**src/hw/launcher_pkg.sv**
```systemverilog
package launcher_pkg;

	//////////////////////////////////////////////////////////////////////
	// sample format and state types
	//////////////////////////////////////////////////////////////////////

	// native adc word: bit 11 = negative, positive magnitude is ~[10:0]
	typedef logic [11:0] adc_word_t;
	typedef logic [10:0] adc_mag_t; // clipped magnitude, negative -> 0

	typedef enum logic [2:0] {
		DEB_IDLE,
		DEB_WAIT_PRESS,
		DEB_PULSE,
		DEB_HELD,
		DEB_WAIT_OFF
	} debounce_state_t;

	typedef enum logic [1:0] {
		PWM_IDLE,
		PWM_ON,
		PWM_OFF
	} pwm_state_t;

	// counter widths
	localparam int ADC_DIV_W  = 4;
	localparam int DEB_CNT_W  = 8;
	localparam int FIRE_CNT_W = 12;
	localparam int PWM_CNT_W  = 7;

	//////////////////////////////////////////////////////////////////////
	// adc receiver
	//////////////////////////////////////////////////////////////////////
	localparam int ADC_FRAME_CYC = 16;
	localparam int ADC_BITS      = 12;
	localparam logic [ADC_DIV_W-1:0] ADC_DIV_LOAD = ADC_DIV_W'(ADC_FRAME_CYC - 1);
	localparam int ADC_LOAD_TAP  = 2;  // cs delay tap that loads bit 11
	localparam int ADC_HOLD_TAP  = 14; // shift regs -> hold regs
	localparam int ADC_STRB_TAP  = 15; // new samples visible
	localparam adc_word_t ADC_BIAS_A0 = 12'd5;
	localparam adc_word_t ADC_BIAS_A1 = 12'd5;
	localparam adc_word_t ADC_BIAS_B0 = 12'd5;
	localparam adc_word_t ADC_BIAS_B1 = 12'd6;

	// fire button debounce, all counted from press start except off
	localparam logic [DEB_CNT_W-1:0] DEB_ON_CYC    = 8'd40;
	localparam logic [DEB_CNT_W-1:0] DEB_PULSE_CYC = 8'd200;
	localparam logic [DEB_CNT_W-1:0] DEB_OFF_CYC   = 8'd100;

	// firing window and arm led
	localparam logic [FIRE_CNT_W-1:0] FIRE_END_CYC      = 12'd3000;
	localparam logic [FIRE_CNT_W-1:0] SETPOINT_STEP_CYC = 12'd1200;
	localparam adc_mag_t ARM_ON_MAG  = 11'd1496; // ~300 V
	localparam adc_mag_t ARM_OFF_MAG = 11'd249;  // ~50 V
	localparam int BLINK_BIT = 9;

	// current setpoints, 205 dn per amp
	localparam adc_mag_t I_LO_HI = 11'd430; // ~2 A band
	localparam adc_mag_t I_LO_LO = 11'd390;
	localparam adc_mag_t I_HI_HI = 11'd840; // ~4 A band
	localparam adc_mag_t I_HI_LO = 11'd800;
	localparam logic [PWM_CNT_W-1:0] PWM_MIN_ON  = 7'd8;
	localparam logic [PWM_CNT_W-1:0] PWM_MAX_ON  = 7'd64;
	localparam logic [PWM_CNT_W-1:0] PWM_MIN_OFF = 7'd16;

	// burn-through
	localparam adc_mag_t I_SEEN_MAG    = 11'd100; // ~1/2 A
	localparam adc_mag_t I_LOST_MAG    = 11'd32;  // ~1/6 A
	localparam adc_mag_t VCAP_LIVE_MAG = 11'd256; // ~50 V

	// native word to magnitude, negatives clip to zero
	function automatic adc_mag_t adc_mag(input adc_word_t w);
		return w[11] ? '0 : ~w[10:0];
	endfunction

endpackage

```
**src/hw/adc_if.sv**
```systemverilog
`timescale 1ns/1ns

// held adc samples plus one-cycle strobe on update
interface adc_if;
	launcher_pkg::adc_word_t a0; // output current
	launcher_pkg::adc_word_t a1; // cap voltage
	launcher_pkg::adc_word_t b0; // spare
	launcher_pkg::adc_word_t b1; // output voltage
	logic strobe;                // first cycle of new samples

	modport source (
		output a0, a1, b0, b1,
		output strobe
	);

	// no back-pressure, sinks take each sample as it comes
	modport sink (
		input a0, a1, b0, b1,
		input strobe
	);
endinterface

```
**src/hw/adc_receiver.sv**
```systemverilog
`timescale 1ns/1ns

// free-running receiver for two dual-channel serial adcs
// one 12 bit frame per ADC_FRAME_CYC, msb first
module adc_receiver (
	input  logic       clk,
	input  logic       reset,
	input  logic [1:0] i_ad_sdata_a,
	input  logic [1:0] i_ad_sdata_b,
	output logic       o_ad_cs,
	adc_if.source      adc
);

	logic [launcher_pkg::ADC_DIV_W-1:0] div_cnt;
	logic [launcher_pkg::ADC_STRB_TAP:0] cs_dly; // cs pulse walks down this chain
	logic [3:0] sdata;                            // per channel serial bit
	launcher_pkg::adc_word_t shift_word [4];      // a0, a1, b0, b1
	launcher_pkg::adc_word_t hold_word [4];

	//////////////////////////////////////////////////////////////////////
	// chip select divider
	//////////////////////////////////////////////////////////////////////
	always_ff @(posedge clk) begin
		if (reset) begin
			div_cnt <= launcher_pkg::ADC_DIV_LOAD; // first cs one frame out
		end else if (div_cnt == '0) begin
			div_cnt <= launcher_pkg::ADC_DIV_LOAD;
		end else begin
			div_cnt <= div_cnt - 1'b1;
		end
	end

	assign o_ad_cs = (div_cnt == '0);

	// cs delay chain, every later event is a tap
	always_ff @(posedge clk) begin
		if (reset) begin
			cs_dly <= '0;
		end else begin
			cs_dly <= {cs_dly[launcher_pkg::ADC_STRB_TAP-1:0], o_ad_cs};
		end
	end

	//////////////////////////////////////////////////////////////////////
	// serial capture
	//////////////////////////////////////////////////////////////////////
	assign sdata = {i_ad_sdata_b[1], i_ad_sdata_b[0], i_ad_sdata_a[1], i_ad_sdata_a[0]};

	always_ff @(posedge clk) begin
		for (int ch = 0; ch < 4; ch++) begin
			// taps LOAD_TAP..LOAD_TAP+11 form the one-hot bit pointer
			for (int b = 0; b < launcher_pkg::ADC_BITS; b++) begin
				if (cs_dly[launcher_pkg::ADC_LOAD_TAP + launcher_pkg::ADC_BITS - 1 - b]) begin
					shift_word[ch][b] <= sdata[ch];
				end
			end
			if (cs_dly[launcher_pkg::ADC_HOLD_TAP]) begin
				hold_word[ch] <= shift_word[ch]; // whole frame in
			end
		end
	end

	// bias correction on the way out
	assign adc.a0 = hold_word[0] + launcher_pkg::ADC_BIAS_A0;
	assign adc.a1 = hold_word[1] + launcher_pkg::ADC_BIAS_A1;
	assign adc.b0 = hold_word[2] + launcher_pkg::ADC_BIAS_B0;
	assign adc.b1 = hold_word[3] + launcher_pkg::ADC_BIAS_B1;
	assign adc.strobe = cs_dly[launcher_pkg::ADC_STRB_TAP]; // aligned with new hold data

endmodule

```
**src/hw/fire_debounce.sv**
```systemverilog
`timescale 1ns/1ns

// fire button debounce
// fixed length pulse after a held press, rearm needs a held release
module fire_debounce (
	input  logic clk,
	input  logic reset,
	input  logic i_button,
	output logic o_fire
);

	logic [3:0] sync;    // 4 flop synchronizer
	logic       btn;
	launcher_pkg::debounce_state_t state;
	logic [launcher_pkg::DEB_CNT_W-1:0] press_cnt; // from press start
	logic [launcher_pkg::DEB_CNT_W-1:0] rel_cnt;   // release hold time

	always_ff @(posedge clk) begin
		if (reset) begin
			sync <= '0;
		end else begin
			sync <= {sync[2:0], i_button};
		end
	end

	assign btn = sync[3];

	//////////////////////////////////////////////////////////////////////
	// debounce fsm
	//////////////////////////////////////////////////////////////////////
	always_ff @(posedge clk) begin
		if (reset) begin
			state <= launcher_pkg::DEB_IDLE;
		end else begin
			case (state)
				launcher_pkg::DEB_IDLE: begin
					if (btn) state <= launcher_pkg::DEB_WAIT_PRESS;
				end
				launcher_pkg::DEB_WAIT_PRESS: begin // bounce drops back to idle
					if (!btn) begin
						state <= launcher_pkg::DEB_IDLE;
					end else if (press_cnt == launcher_pkg::DEB_ON_CYC - 1'b1) begin
						state <= launcher_pkg::DEB_PULSE;
					end
				end
				launcher_pkg::DEB_PULSE: begin // runs to length regardless of button
					if (press_cnt == launcher_pkg::DEB_PULSE_CYC - 1'b1) begin
						state <= launcher_pkg::DEB_HELD;
					end
				end
				launcher_pkg::DEB_HELD: begin
					if (!btn) state <= launcher_pkg::DEB_WAIT_OFF;
				end
				launcher_pkg::DEB_WAIT_OFF: begin
					if (btn) begin
						state <= launcher_pkg::DEB_HELD; // still bouncing
					end else if (rel_cnt == launcher_pkg::DEB_OFF_CYC - 1'b1) begin
						state <= launcher_pkg::DEB_IDLE;
					end
				end
				default: state <= launcher_pkg::DEB_IDLE;
			endcase
		end
	end

	// counters only run in their own states
	always_ff @(posedge clk) begin
		if (reset) begin
			press_cnt <= '0;
			rel_cnt   <= '0;
		end else begin
			press_cnt <= (state == launcher_pkg::DEB_WAIT_PRESS ||
			              state == launcher_pkg::DEB_PULSE) ? press_cnt + 1'b1 : '0;
			rel_cnt   <= (state == launcher_pkg::DEB_WAIT_OFF) ? rel_cnt + 1'b1 : '0;
		end
	end

	assign o_fire = (state == launcher_pkg::DEB_PULSE);

endmodule

```
**src/hw/fire_sequencer.sv**
```systemverilog
`timescale 1ns/1ns

// firing window, auto charge and arm led
module fire_sequencer (
	input  logic clk,
	input  logic reset,
	input  logic i_fire,
	input  logic i_autorun_n,
	input  logic i_charge_done,
	adc_if.sink  adc,
	output logic o_fire_active,
	output logic o_setpoint_high,
	output logic o_fire_done,
	output logic o_charge,
	output logic o_arm_led
);

	logic [launcher_pkg::FIRE_CNT_W-1:0] win_cnt; // 0 = not started or finished
	logic armed;
	logic [launcher_pkg::BLINK_BIT:0] free_cnt;
	launcher_pkg::adc_mag_t vcap;

	//////////////////////////////////////////////////////////////////////
	// firing window
	//////////////////////////////////////////////////////////////////////
	always_ff @(posedge clk) begin
		if (reset) begin
			win_cnt       <= '0;
			o_fire_active <= 1'b0;
			o_fire_done   <= 1'b0;
		end else if (win_cnt != '0) begin
			if (win_cnt == launcher_pkg::FIRE_END_CYC + 1'b1) begin // window over
				win_cnt       <= '0;
				o_fire_active <= 1'b0;
				o_fire_done   <= 1'b1; // sticky until reset
			end else begin
				win_cnt <= win_cnt + 1'b1;
				if (win_cnt == 1) o_fire_active <= 1'b1; // 2nd cycle after fire
			end
		end else if (i_fire && !o_fire_done) begin
			win_cnt <= 1; // once per reset
		end
	end

	// step up the current setpoint partway through
	assign o_setpoint_high = o_fire_active && (win_cnt > launcher_pkg::SETPOINT_STEP_CYC);

	//////////////////////////////////////////////////////////////////////
	// auto charge until the charger reports done
	//////////////////////////////////////////////////////////////////////
	always_ff @(posedge clk) begin
		if (reset) begin
			o_charge <= !i_autorun_n; // switch latched at reset
		end else if (i_charge_done) begin
			o_charge <= 1'b0;
		end
	end

	//////////////////////////////////////////////////////////////////////
	// arm led with vcap hysteresis
	//////////////////////////////////////////////////////////////////////
	assign vcap = launcher_pkg::adc_mag(adc.a1);

	always_ff @(posedge clk) begin
		if (reset) begin
			armed <= 1'b0;
		end else if (adc.strobe) begin
			if (vcap > launcher_pkg::ARM_ON_MAG) begin
				armed <= 1'b1;
			end else if (vcap < launcher_pkg::ARM_OFF_MAG) begin
				armed <= 1'b0;
			end
		end
	end

	always_ff @(posedge clk) begin
		if (reset) begin
			free_cnt <= '0;
		end else begin
			free_cnt <= free_cnt + 1'b1; // blink source
		end
	end

	// solid when armed or blinking while charging
	assign o_arm_led = armed | (o_charge & free_cnt[launcher_pkg::BLINK_BIT]);

endmodule

```
**src/hw/pwm_current_ctrl.sv**
```systemverilog
`timescale 1ns/1ns

// hysteretic current mode pwm for the buck stage
// plus burn-through latch that shuts it down
module pwm_current_ctrl (
	input  logic clk,
	input  logic reset,
	input  logic i_fire_active,
	input  logic i_setpoint_high,
	adc_if.sink  adc,
	output logic o_pwm,
	output logic o_burn
);

	launcher_pkg::pwm_state_t state;
	logic [launcher_pkg::PWM_CNT_W-1:0] cnt; // time in on or off
	launcher_pkg::adc_mag_t i_mag;           // negative current reads as zero
	launcher_pkg::adc_mag_t vcap;
	launcher_pkg::adc_mag_t th_hi;
	launcher_pkg::adc_mag_t th_lo;
	logic below_lo;
	logic above_hi;
	logic current_seen;

	assign i_mag = launcher_pkg::adc_mag(adc.a0);
	assign vcap  = launcher_pkg::adc_mag(adc.a1);

	// threshold pair steps from the 2 A to the 4 A band
	assign th_hi = i_setpoint_high ? launcher_pkg::I_HI_HI : launcher_pkg::I_LO_HI;
	assign th_lo = i_setpoint_high ? launcher_pkg::I_HI_LO : launcher_pkg::I_LO_LO;

	assign below_lo = (i_mag < th_lo);
	assign above_hi = (i_mag > th_hi);

	//////////////////////////////////////////////////////////////////////
	// burn-through detect
	//////////////////////////////////////////////////////////////////////
	always_ff @(posedge clk) begin
		if (reset) begin
			current_seen <= 1'b0;
			o_burn       <= 1'b0;
		end else begin
			if (i_fire_active && i_mag > launcher_pkg::I_SEEN_MAG) begin
				current_seen <= 1'b1;
			end
			// current gone (or negative) but cap still live
			if (i_fire_active && current_seen &&
			    i_mag < launcher_pkg::I_LOST_MAG &&
			    vcap > launcher_pkg::VCAP_LIVE_MAG) begin
				o_burn <= 1'b1; // holds until reset
			end
		end
	end

	//////////////////////////////////////////////////////////////////////
	// pwm fsm
	//////////////////////////////////////////////////////////////////////
	always_ff @(posedge clk) begin
		if (reset) begin
			state <= launcher_pkg::PWM_IDLE;
			cnt   <= '0;
		end else if (!i_fire_active || o_burn) begin
			state <= launcher_pkg::PWM_IDLE; // window closed or burnt through
			cnt   <= '0;
		end else begin
			case (state)
				launcher_pkg::PWM_IDLE: begin
					state <= launcher_pkg::PWM_OFF; // window just opened
					cnt   <= '0;
				end
				launcher_pkg::PWM_OFF: begin
					if (cnt >= launcher_pkg::PWM_MIN_OFF - 1'b1 && below_lo) begin
						state <= launcher_pkg::PWM_ON;
						cnt   <= '0;
					end else if (cnt < launcher_pkg::PWM_MIN_OFF - 1'b1) begin
						cnt <= cnt + 1'b1; // saturates at min off
					end
				end
				launcher_pkg::PWM_ON: begin
					if (cnt >= launcher_pkg::PWM_MIN_ON - 1'b1 &&
					    (above_hi || cnt == launcher_pkg::PWM_MAX_ON - 1'b1)) begin
						state <= launcher_pkg::PWM_OFF;
						cnt   <= '0;
					end else begin
						cnt <= cnt + 1'b1;
					end
				end
				default: begin
					state <= launcher_pkg::PWM_IDLE;
					cnt   <= '0;
				end
			endcase
		end
	end

	// drops at once on window end or burn while the fsm follows on the next edge
	assign o_pwm = (state == launcher_pkg::PWM_ON) && i_fire_active && !o_burn;

endmodule

```
**src/hw/forge_launcher.sv**
```systemverilog
`timescale 1ns/1ns

// launch controller core
// adc receiver, fire debounce, sequencer and pwm current control
module forge_launcher (
	input  logic                    clk,
	input  logic                    reset,
	input  logic                    i_fire_button,
	input  logic                    i_autorun_n,    // low = charge at power on
	input  logic                    i_charge_done,  // from the charger chip
	input  logic [1:0]              i_ad_sdata_a,
	input  logic [1:0]              i_ad_sdata_b,
	output logic                    o_ad_cs,
	output launcher_pkg::adc_word_t o_ad_a0,
	output launcher_pkg::adc_word_t o_ad_a1,
	output launcher_pkg::adc_word_t o_ad_b0,
	output launcher_pkg::adc_word_t o_ad_b1,
	output logic                    o_ad_strobe,
	output logic                    o_charge,
	output logic                    o_arm_led,
	output logic                    o_pwm,
	output logic                    o_dump,
	output logic                    o_burn,
	output logic                    o_fire_active
);

	logic fire;          // debounced one-shot
	logic setpoint_high; // 4 A band

	adc_if adc_bus ();

	adc_receiver u_adc (
		.clk          (clk),
		.reset        (reset),
		.i_ad_sdata_a (i_ad_sdata_a),
		.i_ad_sdata_b (i_ad_sdata_b),
		.o_ad_cs      (o_ad_cs),
		.adc          (adc_bus.source)
	);

	fire_debounce u_debounce (
		.clk      (clk),
		.reset    (reset),
		.i_button (i_fire_button),
		.o_fire   (fire)
	);

	fire_sequencer u_seq (
		.clk             (clk),
		.reset           (reset),
		.i_fire          (fire),
		.i_autorun_n     (i_autorun_n),
		.i_charge_done   (i_charge_done),
		.adc             (adc_bus.sink),
		.o_fire_active   (o_fire_active),
		.o_setpoint_high (setpoint_high),
		.o_fire_done     (o_dump),  // dump stays on after firing
		.o_charge        (o_charge),
		.o_arm_led       (o_arm_led)
	);

	pwm_current_ctrl u_pwm (
		.clk             (clk),
		.reset           (reset),
		.i_fire_active   (o_fire_active),
		.i_setpoint_high (setpoint_high),
		.adc             (adc_bus.sink),
		.o_pwm           (o_pwm),
		.o_burn          (o_burn)
	);

	// monitor outputs
	assign o_ad_a0     = adc_bus.a0;
	assign o_ad_a1     = adc_bus.a1;
	assign o_ad_b0     = adc_bus.b0;
	assign o_ad_b1     = adc_bus.b1;
	assign o_ad_strobe = adc_bus.strobe;

endmodule

```
**config.mk**
```make
export PLATFORM = sky130hd
export DESIGN_NAME = forge_launcher
export DESIGN_NICKNAME = d
export VERILOG_FILES = /design/src/hw/launcher_pkg.sv /design/src/hw/adc_if.sv /design/src/hw/adc_receiver.sv /design/src/hw/fire_debounce.sv /design/src/hw/fire_sequencer.sv /design/src/hw/pwm_current_ctrl.sv /design/src/hw/forge_launcher.sv
export SDC_FILE = /design/constraint.sdc
export NUM_CORES = 1
export LEC_CHECK = 0
export ABC_AREA = 1
export BUFFER_PORTS_ARGS = -buffer_cell sky130_fd_sc_hd__buf_2
export CAP_MARGIN = 20
export CORE_ASPECT_RATIO = 1.1
export CORE_MARGIN = 2
export CORE_UTILIZATION = 40
export CTS_CLUSTER_DIAMETER = 30
export DETAILED_ROUTE_END_ITERATION = 7
export HOLD_SLACK_MARGIN = 0.12
export PLACE_DENSITY = 0.69
export SETUP_SLACK_MARGIN = 0.1
export SLEW_MARGIN = 20
export SYNTH_ARGS = -nofsm -noshare
export SYNTH_HDL_FRONTEND = slang
export SYNTH_HIERARCHICAL = 1
export SYNTH_SLANG_ARGS = --single-unit
```
**constraint.sdc**
```tcl
create_clock -name clk -period 3.6 [get_ports clk]
set_input_delay 0.36 -clock clk [delete_from_list [all_inputs] [get_ports clk]]
set_output_delay 0.36 -clock clk [all_outputs]
set_load 0.005 [all_outputs]
```
After elaboration in Yosys (flattened, before gate mapping)
Memory sizes are Yosys's and may differ from the RTL's.
Cells that the tools add are included.
Widths: inputs -> output; s select.
{"block": "op_classes", "n_bitwise": 6, "shift": 0, "magnitude_cmp": 11, "n_reduce_logical": 34, "multipliers": 0, "eq_ne": 20, "n_div": 0, "add_sub_neg": 10, "mux": 54}
{"op": "$add 12x3->12 const B", "count": 4}
{"op": "$mux 12", "count": 3}
{"op": "$mux 1", "count": 32}
{"op": "$mux 11", "count": 2}
{"op": "$not 11->11", "count": 2}
{"op": "$mux 3", "count": 7}
{"op": "$mux 7", "count": 3}
{"op": "$mux 10", "count": 2}
{"op": "$add 8x1->8 const B", "count": 2}
{"op": "$pmux 3 s5", "count": 1}
{"op": "$pmux 7 s2", "count": 1}
{"op": "$add 12x1->12 const B", "count": 1}
{"op": "$eq 12x1->1 const B", "count": 1}
{"op": "$eq 12x12->1 const B", "count": 1}
{"op": "$gt 12x11->1 const B", "count": 1}
{"op": "$reduce_bool 12->1", "count": 1}
{"op": "$gt 11x11->1", "count": 1}
{"op": "$gt 11x11->1 const B", "count": 1}
{"op": "$gt 11x7->1 const B", "count": 1}
{"op": "$gt 11x9->1 const B", "count": 1}
{"op": "$lt 11x11->1", "count": 1}
{"op": "$lt 11x6->1 const B", "count": 1}
{"op": "$lt 11x8->1 const B", "count": 1}
{"op": "$add 10x1->10 const B", "count": 1}
{"op": "33 further kinds", "count": 63}
{"block": "word_totals", "reg_bits": 80, "memories": 2, "rom_bits": 0, "mem_bits_rw": 96, "wordCells": 153, "latchBits": 0}
{"memory": "u_adc.hold_word", "words": 4, "word_bits": 12, "read_ports": 4, "rd_clocked_by_memory_dff": 0, "wr": 4, "line_no": "adc_receiver.sv:18", "text": "launcher_pkg::adc_word_t hold_word [4];"}
{"memory": "u_adc.shift_word", "words": 4, "word_bits": 12, "read_ports": 4, "rd_clocked_by_memory_dff": 0, "wr": 4, "line_no": "adc_receiver.sv:17", "text": "launcher_pkg::adc_word_t shift_word [4];"}

Logic depth before layout (Yosys ltp)
Gate-level depths: netlist of the first run.
An unclocked memory read counts as a cell.
{"block": "logic_depth", "depth_word": 9, "mapped_depth": 22, "ltp_nobuf": 21}

Hierarchy
Netlist of the first run, hierarchy kept.
{"mod": "adc_receiver", "area_per_inst_um2": 4455.5, "instances": 1, "seq_area_each_um2": 3283.1, "cells_per_inst": 363}
{"mod": "fire_sequencer", "area_per_inst_um2": 1437.6, "instances": 1, "seq_area_each_um2": 530.5, "cells_per_inst": 217}
{"mod": "fire_debounce", "area_per_inst_um2": 1067.3, "instances": 1, "seq_area_each_um2": 460.4, "cells_per_inst": 147}
{"mod": "pwm_current_ctrl", "area_per_inst_um2": 1007.2, "instances": 1, "seq_area_each_um2": 220.2, "cells_per_inst": 156}

Worst setup path before layout of the first run
OpenSTA, ideal clock, no wires.
{"block": "synth_timing", "kind": "register to register", "start": "register u_seq/win_cnt[0] in the netlist's numbering", "end": "register u_pwm/cnt[0] in the netlist's numbering", "required_time_ns": 3.534, "path_stages_with_launch": 16, "period_less_slack_ns": 2.545, "t_arrival_ns": 2.479, "setup_slack_ns": 1.055, "path_buffers": 0, "cell_sequence": "dfxtp_1 > inv_1 > ha_1 > nand2_2 > o21ai_0 > a31oi_1 > inv_1 > ha_1 > nand2_1 > nor4_4 > nand2_1 > nand3_1 > nand3b_2 > inv_1 > o21ai_0 > a21oi_2"}
{"block": "synth_via", "elab_chain_cells": 8, "elab_cells_between_ends": 13, "cone_classes": "order compare (3); eq/ne (1); mux (5); reduce/logical (4)"}
{"item": "start: declaration", "line_no": "fire_sequencer.sv:18", "text": "logic [launcher_pkg::FIRE_CNT_W-1:0] win_cnt;"}
{"item": "start signal: assignment", "line_no": "fire_sequencer.sv:37", "text": "win_cnt <= win_cnt + 1'b1;"}
{"item": "$gt 12x11->1 (*)", "line_no": "fire_sequencer.sv:46", "text": "assign o_setpoint_high = o_fire_active && (win_cnt > launcher_pkg::SETPOINT_STEP_CYC);"}
{"item": "$logic_and 1x1->1 (*)", "line_no": "fire_sequencer.sv:46"}
{"item": "named net setpoint_high", "line_no": "forge_launcher.sv:28", "text": "logic setpoint_high;"}
{"item": "$mux 10", "line_no": "pwm_current_ctrl.sv:29", "text": "assign th_hi = i_setpoint_high ? launcher_pkg::I_HI_HI : launcher_pkg::I_LO_HI;"}
{"item": "$gt 11x11->1", "line_no": "pwm_current_ctrl.sv:33", "text": "assign above_hi = (i_mag > th_hi);"}
{"item": "$logic_or 1x1->1", "line_no": "pwm_current_ctrl.sv:81", "text": "(above_hi || cnt == launcher_pkg::PWM_MAX_ON - 1'b1)) begin"}
{"item": "$logic_and 1x1->1", "line_no": "pwm_current_ctrl.sv:80", "text": "if (cnt >= launcher_pkg::PWM_MIN_ON - 1'b1 &&"}
{"item": "$mux 7", "line_no": "pwm_current_ctrl.sv:80"}
{"item": "$pmux 7 s2", "line_no": "pwm_current_ctrl.sv:66", "text": "case (state)"}
{"item": "end signal: assignment", "line_no": "pwm_current_ctrl.sv:76", "text": "cnt <= cnt + 1'b1;"}
{"item": "end signal: assignment", "line_no": "pwm_current_ctrl.sv:85", "text": "cnt <= cnt + 1'b1;"}
{"item": "end: declaration", "line_no": "pwm_current_ctrl.sv:16", "text": "logic [launcher_pkg::PWM_CNT_W-1:0] cnt;"}
Mark *: on every way through the listed nets, which the timed path passes. The rest lies on a longest branch.
A chain may end at the register's enable or synchronous reset.

Worst setup path after layout of the first run
Same ends and word-level chain as after synthesis.

==> results of run 1 <==
metrics by stage:
| stage | worst slack (ns) | hold slack, ns | instance area (um2) | util [%] |
|---|---|---|---|---|
| 2_1_floorplan | 1.05 | 0.378 | 7970 | - |
| 3_5_place_dp | 0.679 | 0.395 | 8560 | 43.6 |
| 4_1_cts | 0.639 | 0.181 | 9170 | 46.6 |
| 6_report | 0.651 | 0.202 | 9180 | 46.7 |
| 5_1_grt | 0.375 | 0.193 | 9180 | 46.7 |
| 3_3_place_gp | 0.789 | 0.389 | 8560 | 43.6 |
power breakdown:
group          switching, mW  internal (mW)
sequential            0.0504           2.15
clock                  0.766           1.05
combinational          0.236          0.131
total                   1.05           3.34
layer usage:
| metal | up-vias | routed length (um) |
|---|---|---|
| li1 | 3008 | - |
| met1 | 2643 | 6420 |
| met2 | 99 | 7470 |
| met3 | 40 | 545 |
| met5 | - | 16 |
| met4 | 2 | 523 |
worst paths after layout:
| check | to | slack [ns] | depth (start not counted) |
|---|---|---|---|
| setup / recovery | u_pwm/cnt[0] | 0.65 | 15 |
| hold / removal | u_seq/o_charge | 0.20 | 2 |
| setup reg to reg | u_pwm/cnt[0] | 0.65 | 15 |
| hold reg to reg | u_adc/cs_dly[1] | 0.40 | 2 |
logic make-up (layout without fill, tap and decap cells):
family | Yosys count | count (layout) | synth area share (%)
AOI/OAI and AO/OA | 70 | 70 | 4.74
buffers and inverters | 144 | 235 | 7.10
other | 0 | 1 | 0
xor gates and xnor gates | 30 | 30 | 3.30
adders and majority gates | 21 | 21 | 3.30
DFF | 176 | 176 | 56.4
and+or+nand+nor | 442 | 442 | 25.2
registers in the layout, indices dropped and copies added (netlist names), 2 cells and up:
| name | cells |
|---|---|
| u_pwm/cnt | 7 |
| u_pwm/state | 2 |
| u_adc/cs_dly | 16 |
| u_adc/div_cnt | 4 |
| u_debounce/state | 3 |
| u_debounce/rel_cnt | 8 |
| u_seq/free_cnt | 10 |
| u_debounce/sync | 4 |
| u_adc/shift_word | 48 |
| u_debounce/press_cnt | 8 |
| u_adc/hold_word | 48 |
| u_seq/win_cnt | 12 |
synthesized netlist by cell type (all sizes together), types with 2 or more instances:
library cell | n | area, um2
nand2 | 200 | 791
inv | 137 | 517
nor2 | 135 | 547
edfxtp | 97 | 2910
dfxtp | 79 | 1580
nand3 | 51 | 280
a21oi | 38 | 194
o21ai | 26 | 134
ha | 21 | 263
nor3 | 18 | 111
xor2 | 18 | 158
nand4 | 17 | 106
xnor2 | 12 | 105
or2 | 7 | 43.8
nand3b | 6 | 48.8
buf | 4 | 27.5
clkbuf | 3 | 21.3
nor3b | 3 | 27.5
a31oi | 2 | 12.5
and3 | 2 | 12.5
nor4 | 2 | 27.5
area by class of cell:
| cell class | count | area (um2) |
|---|---|---|
| flip-flops and latches | 176 | 4500 |
| fillers | 1814 | 10500 |
| multi-input cells | 563 | 2910 |
| repair buffers | 66 | 338 |
| well taps | 252 | 315 |
| diodes | 1 | 2.50 |
| inverters | 137 | 517 |
| clock inverters | 13 | 154 |
| clock buffers | 19 | 443 |
critical path, stage by stage (launching register included):
cell and delay [ns]:
dfxtp_1 0.41, inv_1 0.10, ha_1 0.23, nand2_2 0.10, o21ai_0 0.08, a31oi_1 0.33, inv_1 0.21, ha_1 0.36
nand2_1 0.09, nor4_4 0.25, nand2_1 0.09, nand3_1 0.12, nand3b_2 0.10, inv_1 0.18, o21ai_0 0.12, a21oi_2 0.11
repair_timing:
action                                  in CTS  in global routing
endpoints found under the setup margin       0                  0
endpoints found under the hold margin        1                  0
setup buffers                                0                  0
hold buffers                                 1                  0
==> reports/results.ini, run 1 <==
[cts]
cts_made_buffers=17
cts_tree=built
insertion_delay_ns=0.42
cts_resized=0
clock-root-buffer=clkbuf_16
clock_path_buffers=2
clkTransAtPathRegs_ns=0.07
htree_num_levels=4
cts_num_sinks=176

[global_route]
grt_pass1_vias=5332
grt_overflow=0
grt_use_total_pct=14.6
use_met2_pct=25.3
grt_pass1_wl_um=24800
grt_max_degree=50
met3_usage_pct=3.37
gr-max-usage-layer=met2
use_met1_pct=16.7
antenna_found_initial=2

[sta]
hold_violations=0
worstMarginPinSlew_ns=0.617
rsz0062_at_grt=no
tns_ns=0
setup_viol=0
finClkSkew_ns=0.00810
slew_violations=0
period_minus_slack_ns=2.95
timing.slew.headroom_pct=58.9
fmax_mhz=339
period_share_pct=81.9

[layout]
final_common_cell=nand2_1
layout.cells.non_filler=1227
area_growth_pct=15.2
nets=991
final_cell_mix=nand2_1 (188), inv_1 (129), nor2_1 (125), edfxtp_1 (97), dfxtp_1 (78)
drive_above_1_share_pct=15.1

[synthesis]
ys_ff_latch=176
synth_area_um2=7970
syn_nets=913
synthFlopType=edfxtp_1
synth_cells=883
synth_cell_types=46
ys_seq_area_share_pct=56.4
ys_warn_count=6
async_reset_ff_share_pct=0
avgSynthCellArea_um2=9.02
synth_edf_count=97

[pwr]
power.leakage_nw=3.68
total_power_mw=4.39
vdd_drop_max_uv=319
p_per_area_nw_per_um2=478

[placed_design]
gp_congestion=0.841
io_buffers=64
hpwl_um=11100
dp.cells=1193

[worst_hold_path]
hold_path_startpoint=i_autorun_n
hp-class=in -> reg

[floorplan]
ios=65
initial_utilization_pct=40.5
fp.dieH_um=152
dieWidth_um=139
coreArea_um2=19700
die-area_um2=21100
rows=54

[worst_setup_path]
setup.worst_path.start=u_seq/win_cnt[0]
end_kind=flip-flop
setup.worst_path.start_class=flip-flop
crit_required_ns=3.97
crit_fanout=7
crit_type=reg -> reg
timing.rr.start=u_seq/win_cnt[0]
crit_arrival_ns=3.31

[job]
cap_violations=0

[route]
wire_per_inst_um=12.2
dr_total_vias=5792
via_per_inst=4.72
wl_um=15000
ant_nets=0
drc=0
drtIter0Drc=330
drtPass1Iterations=4

[outcome]
status=finished clean

Power figures use the tool's default switching activity.
==> run 2: changes to the inputs <==
- clock period: 3.6 -> 2.9 ns (I/O delays scaled with it)
==> reports/results.ini, run 2 (synthesized netlist as in run 1, its figures left out) <==
[sta]
rsz0062_at_grt=no
worstMarginPinSlew_ns=0.606
period_share_pct=89.3
finClkSkew_ns=0.0118
tns_ns=0
timing.slew.headroom_pct=59.6
hold_violations=0
period_minus_slack_ns=2.59
setup_viol=0
fmax_mhz=386
slew_violations=0

[worst_hold_path]
hold_path_startpoint=i_charge_done
hold_path_depth=2
whs_endpoint=u_seq/o_charge
hp-class=in -> reg

[route]
drtIter0Drc=343
drtPass1Iterations=5
dr_total_vias=5860
drc=0
wire_per_inst_um=12.3
ant_nets=0
wl_um=15200
via_per_inst=4.74

[floorplan]
dieWidth_um=139
coreArea_um2=19700
die-area_um2=21100
rows=54
fp.dieH_um=152
initial_utilization_pct=40.5
ios=65

[layout]
drive_above_1_share_pct=17.6
final_common_cell=nand2_1
nets=999
largestRegisters=u_adc/hold_word x48, u_adc/shift_word x48, u_adc/cs_dly x16
final_cell_mix=nand2_1 (185), inv_1 (126), nor2_1 (120), edfxtp_1 (97), dfxtp_1 (75)
area_growth_pct=16.5
fin_area_um2=9280

[pwr]
total_power_mw=5.35
p_per_area_nw_per_um2=577
vdd_drop_max_uv=470
power.leakage_nw=3.71

[cts]
cts_tree=built
clock_path_buffers=2
cts_num_sinks=176
insertion_delay_ns=0.43
clock-root-buffer=clkbuf_16
cts_made_buffers=17
htree_num_levels=4
clkTransAtPathRegs_ns=0.07

[worst_setup_path]
path_cells=nand2_2 -> nor3_4 -> o21ai_1 -> a31oi_2 -> inv_2 -> buf_4 -> ha_1 -> nand2_1 -> nor3_1 -> nand3b_1 -> nand2_1 -> nand2_1 -> nand2_1 -> nand2_2 -> nand2_4 -> nand2_1 -> a21oi_1
worst-path-buf-inv=2
crit_arrival_ns=2.95
crit_type=reg -> reg
timing.rr.start=u_seq/win_cnt[5]
cp_common_cell=nand2_1
cp_slowest_cell=dfxtp_1
cp_top_family=simple AND/OR/NAND/NOR gates
r2r-end=u_pwm/cnt[3]
ff2ff_path_depth=17
setup.worst_path.start_class=flip-flop
setup.worst_path.start=u_seq/win_cnt[5]
rrSetupSlack_ns=0.31
crit_fanout=5
crit_required_ns=3.26
crit_path_max_incr_delay_ns=0.35
end_kind=flip-flop

[outcome]
status=finished clean

[job]
cap_violations=0

[global_route]
grt_pass1_vias=5443
grt_pass1_wl_um=24900
antenna_found_initial=1
grt_overflow=0
grt_max_degree=50
grt_use_total_pct=14.7

[placed_design]
io_buffers=64
hpwl_um=11000
gp_congestion=0.815
dpl_cell_area_um2=8590

## run 2: cell count changes in the layout (fill, tap and decap cells not counted), sizes merged
cell         before  now
buf              65   71
clkinvlp          3    6
clkinv            4    2
bufinv            2    1
clkbuf           19   18
dlygate4sd3       1    2
inv             141  142
nand2           200  201
## run 2: cell type report
class	count	area, um2
fillers	1793	10400
inverters	137	519
flip-flops and latches	176	4500
multi-input cells	564	2990
diodes	1	2.50
well taps	252	315
clock inverters	14	131
repair buffers	73	393
clock buffers	18	429
## run 2: what timing repair did
action | CTS | global route
hold buffers | 2 | 0
buffers inserted | 0 | 3
resized for setup | 0 | 25
endpoints found under the hold margin | 2 | 0
setup endpoints to repair | 0 | 9
## run 2: power breakdown
group	internal [mW]	total [mW]	leakage, nW	switching (mW)
Clock	1.19	2.15	0.259	0.958
Combinational	0.166	0.469	1.94	0.303
Sequential	2.67	2.74	1.51	0.0626
Total	4.03	5.35	3.71	1.32
## run 2: stage by stage
stage	util [%]	std cells	worst slack, ns	hold slack (ns)
3_5_place_dp	43.7	1196	0.155	0.393
5_1_grt	47.2	1235	0.0820	0.126
2_1_floorplan	-	883	0.355	0.359
6_report	47.2	1235	0.310	0.141
4_1_cts	46.6	1230	0.143	0.122
3_3_place_gp	43.7	1196	0.242	0.392
## run 2: how the worst max path moves through the flow
stage / slack, ns / to / cells past startpoint
CTS: 0.14 / u_pwm/cnt[0] / 15
floorplan: 0.35 / u_pwm/cnt[0] / 15
global placement: 0.24 / u_pwm/cnt[0] / 15
detailed placement: 0.16 / u_pwm/cnt[0] / 15
finish: 0.31 / u_pwm/cnt[3] / 17
global route: 0.08 / u_pwm/cnt[3] / 19
## run 2: layer usage
layer | GRT usage, % | up-vias | wire length (um)
li1 | - | 3028 | -
met3 | 3.78 | 31 | 684
met1 | 16.4 | 2694 | 6360
met4 | 7.29 | 0 | 456
met2 | 25.8 | 107 | 7730
met5 | 0 | - | 0
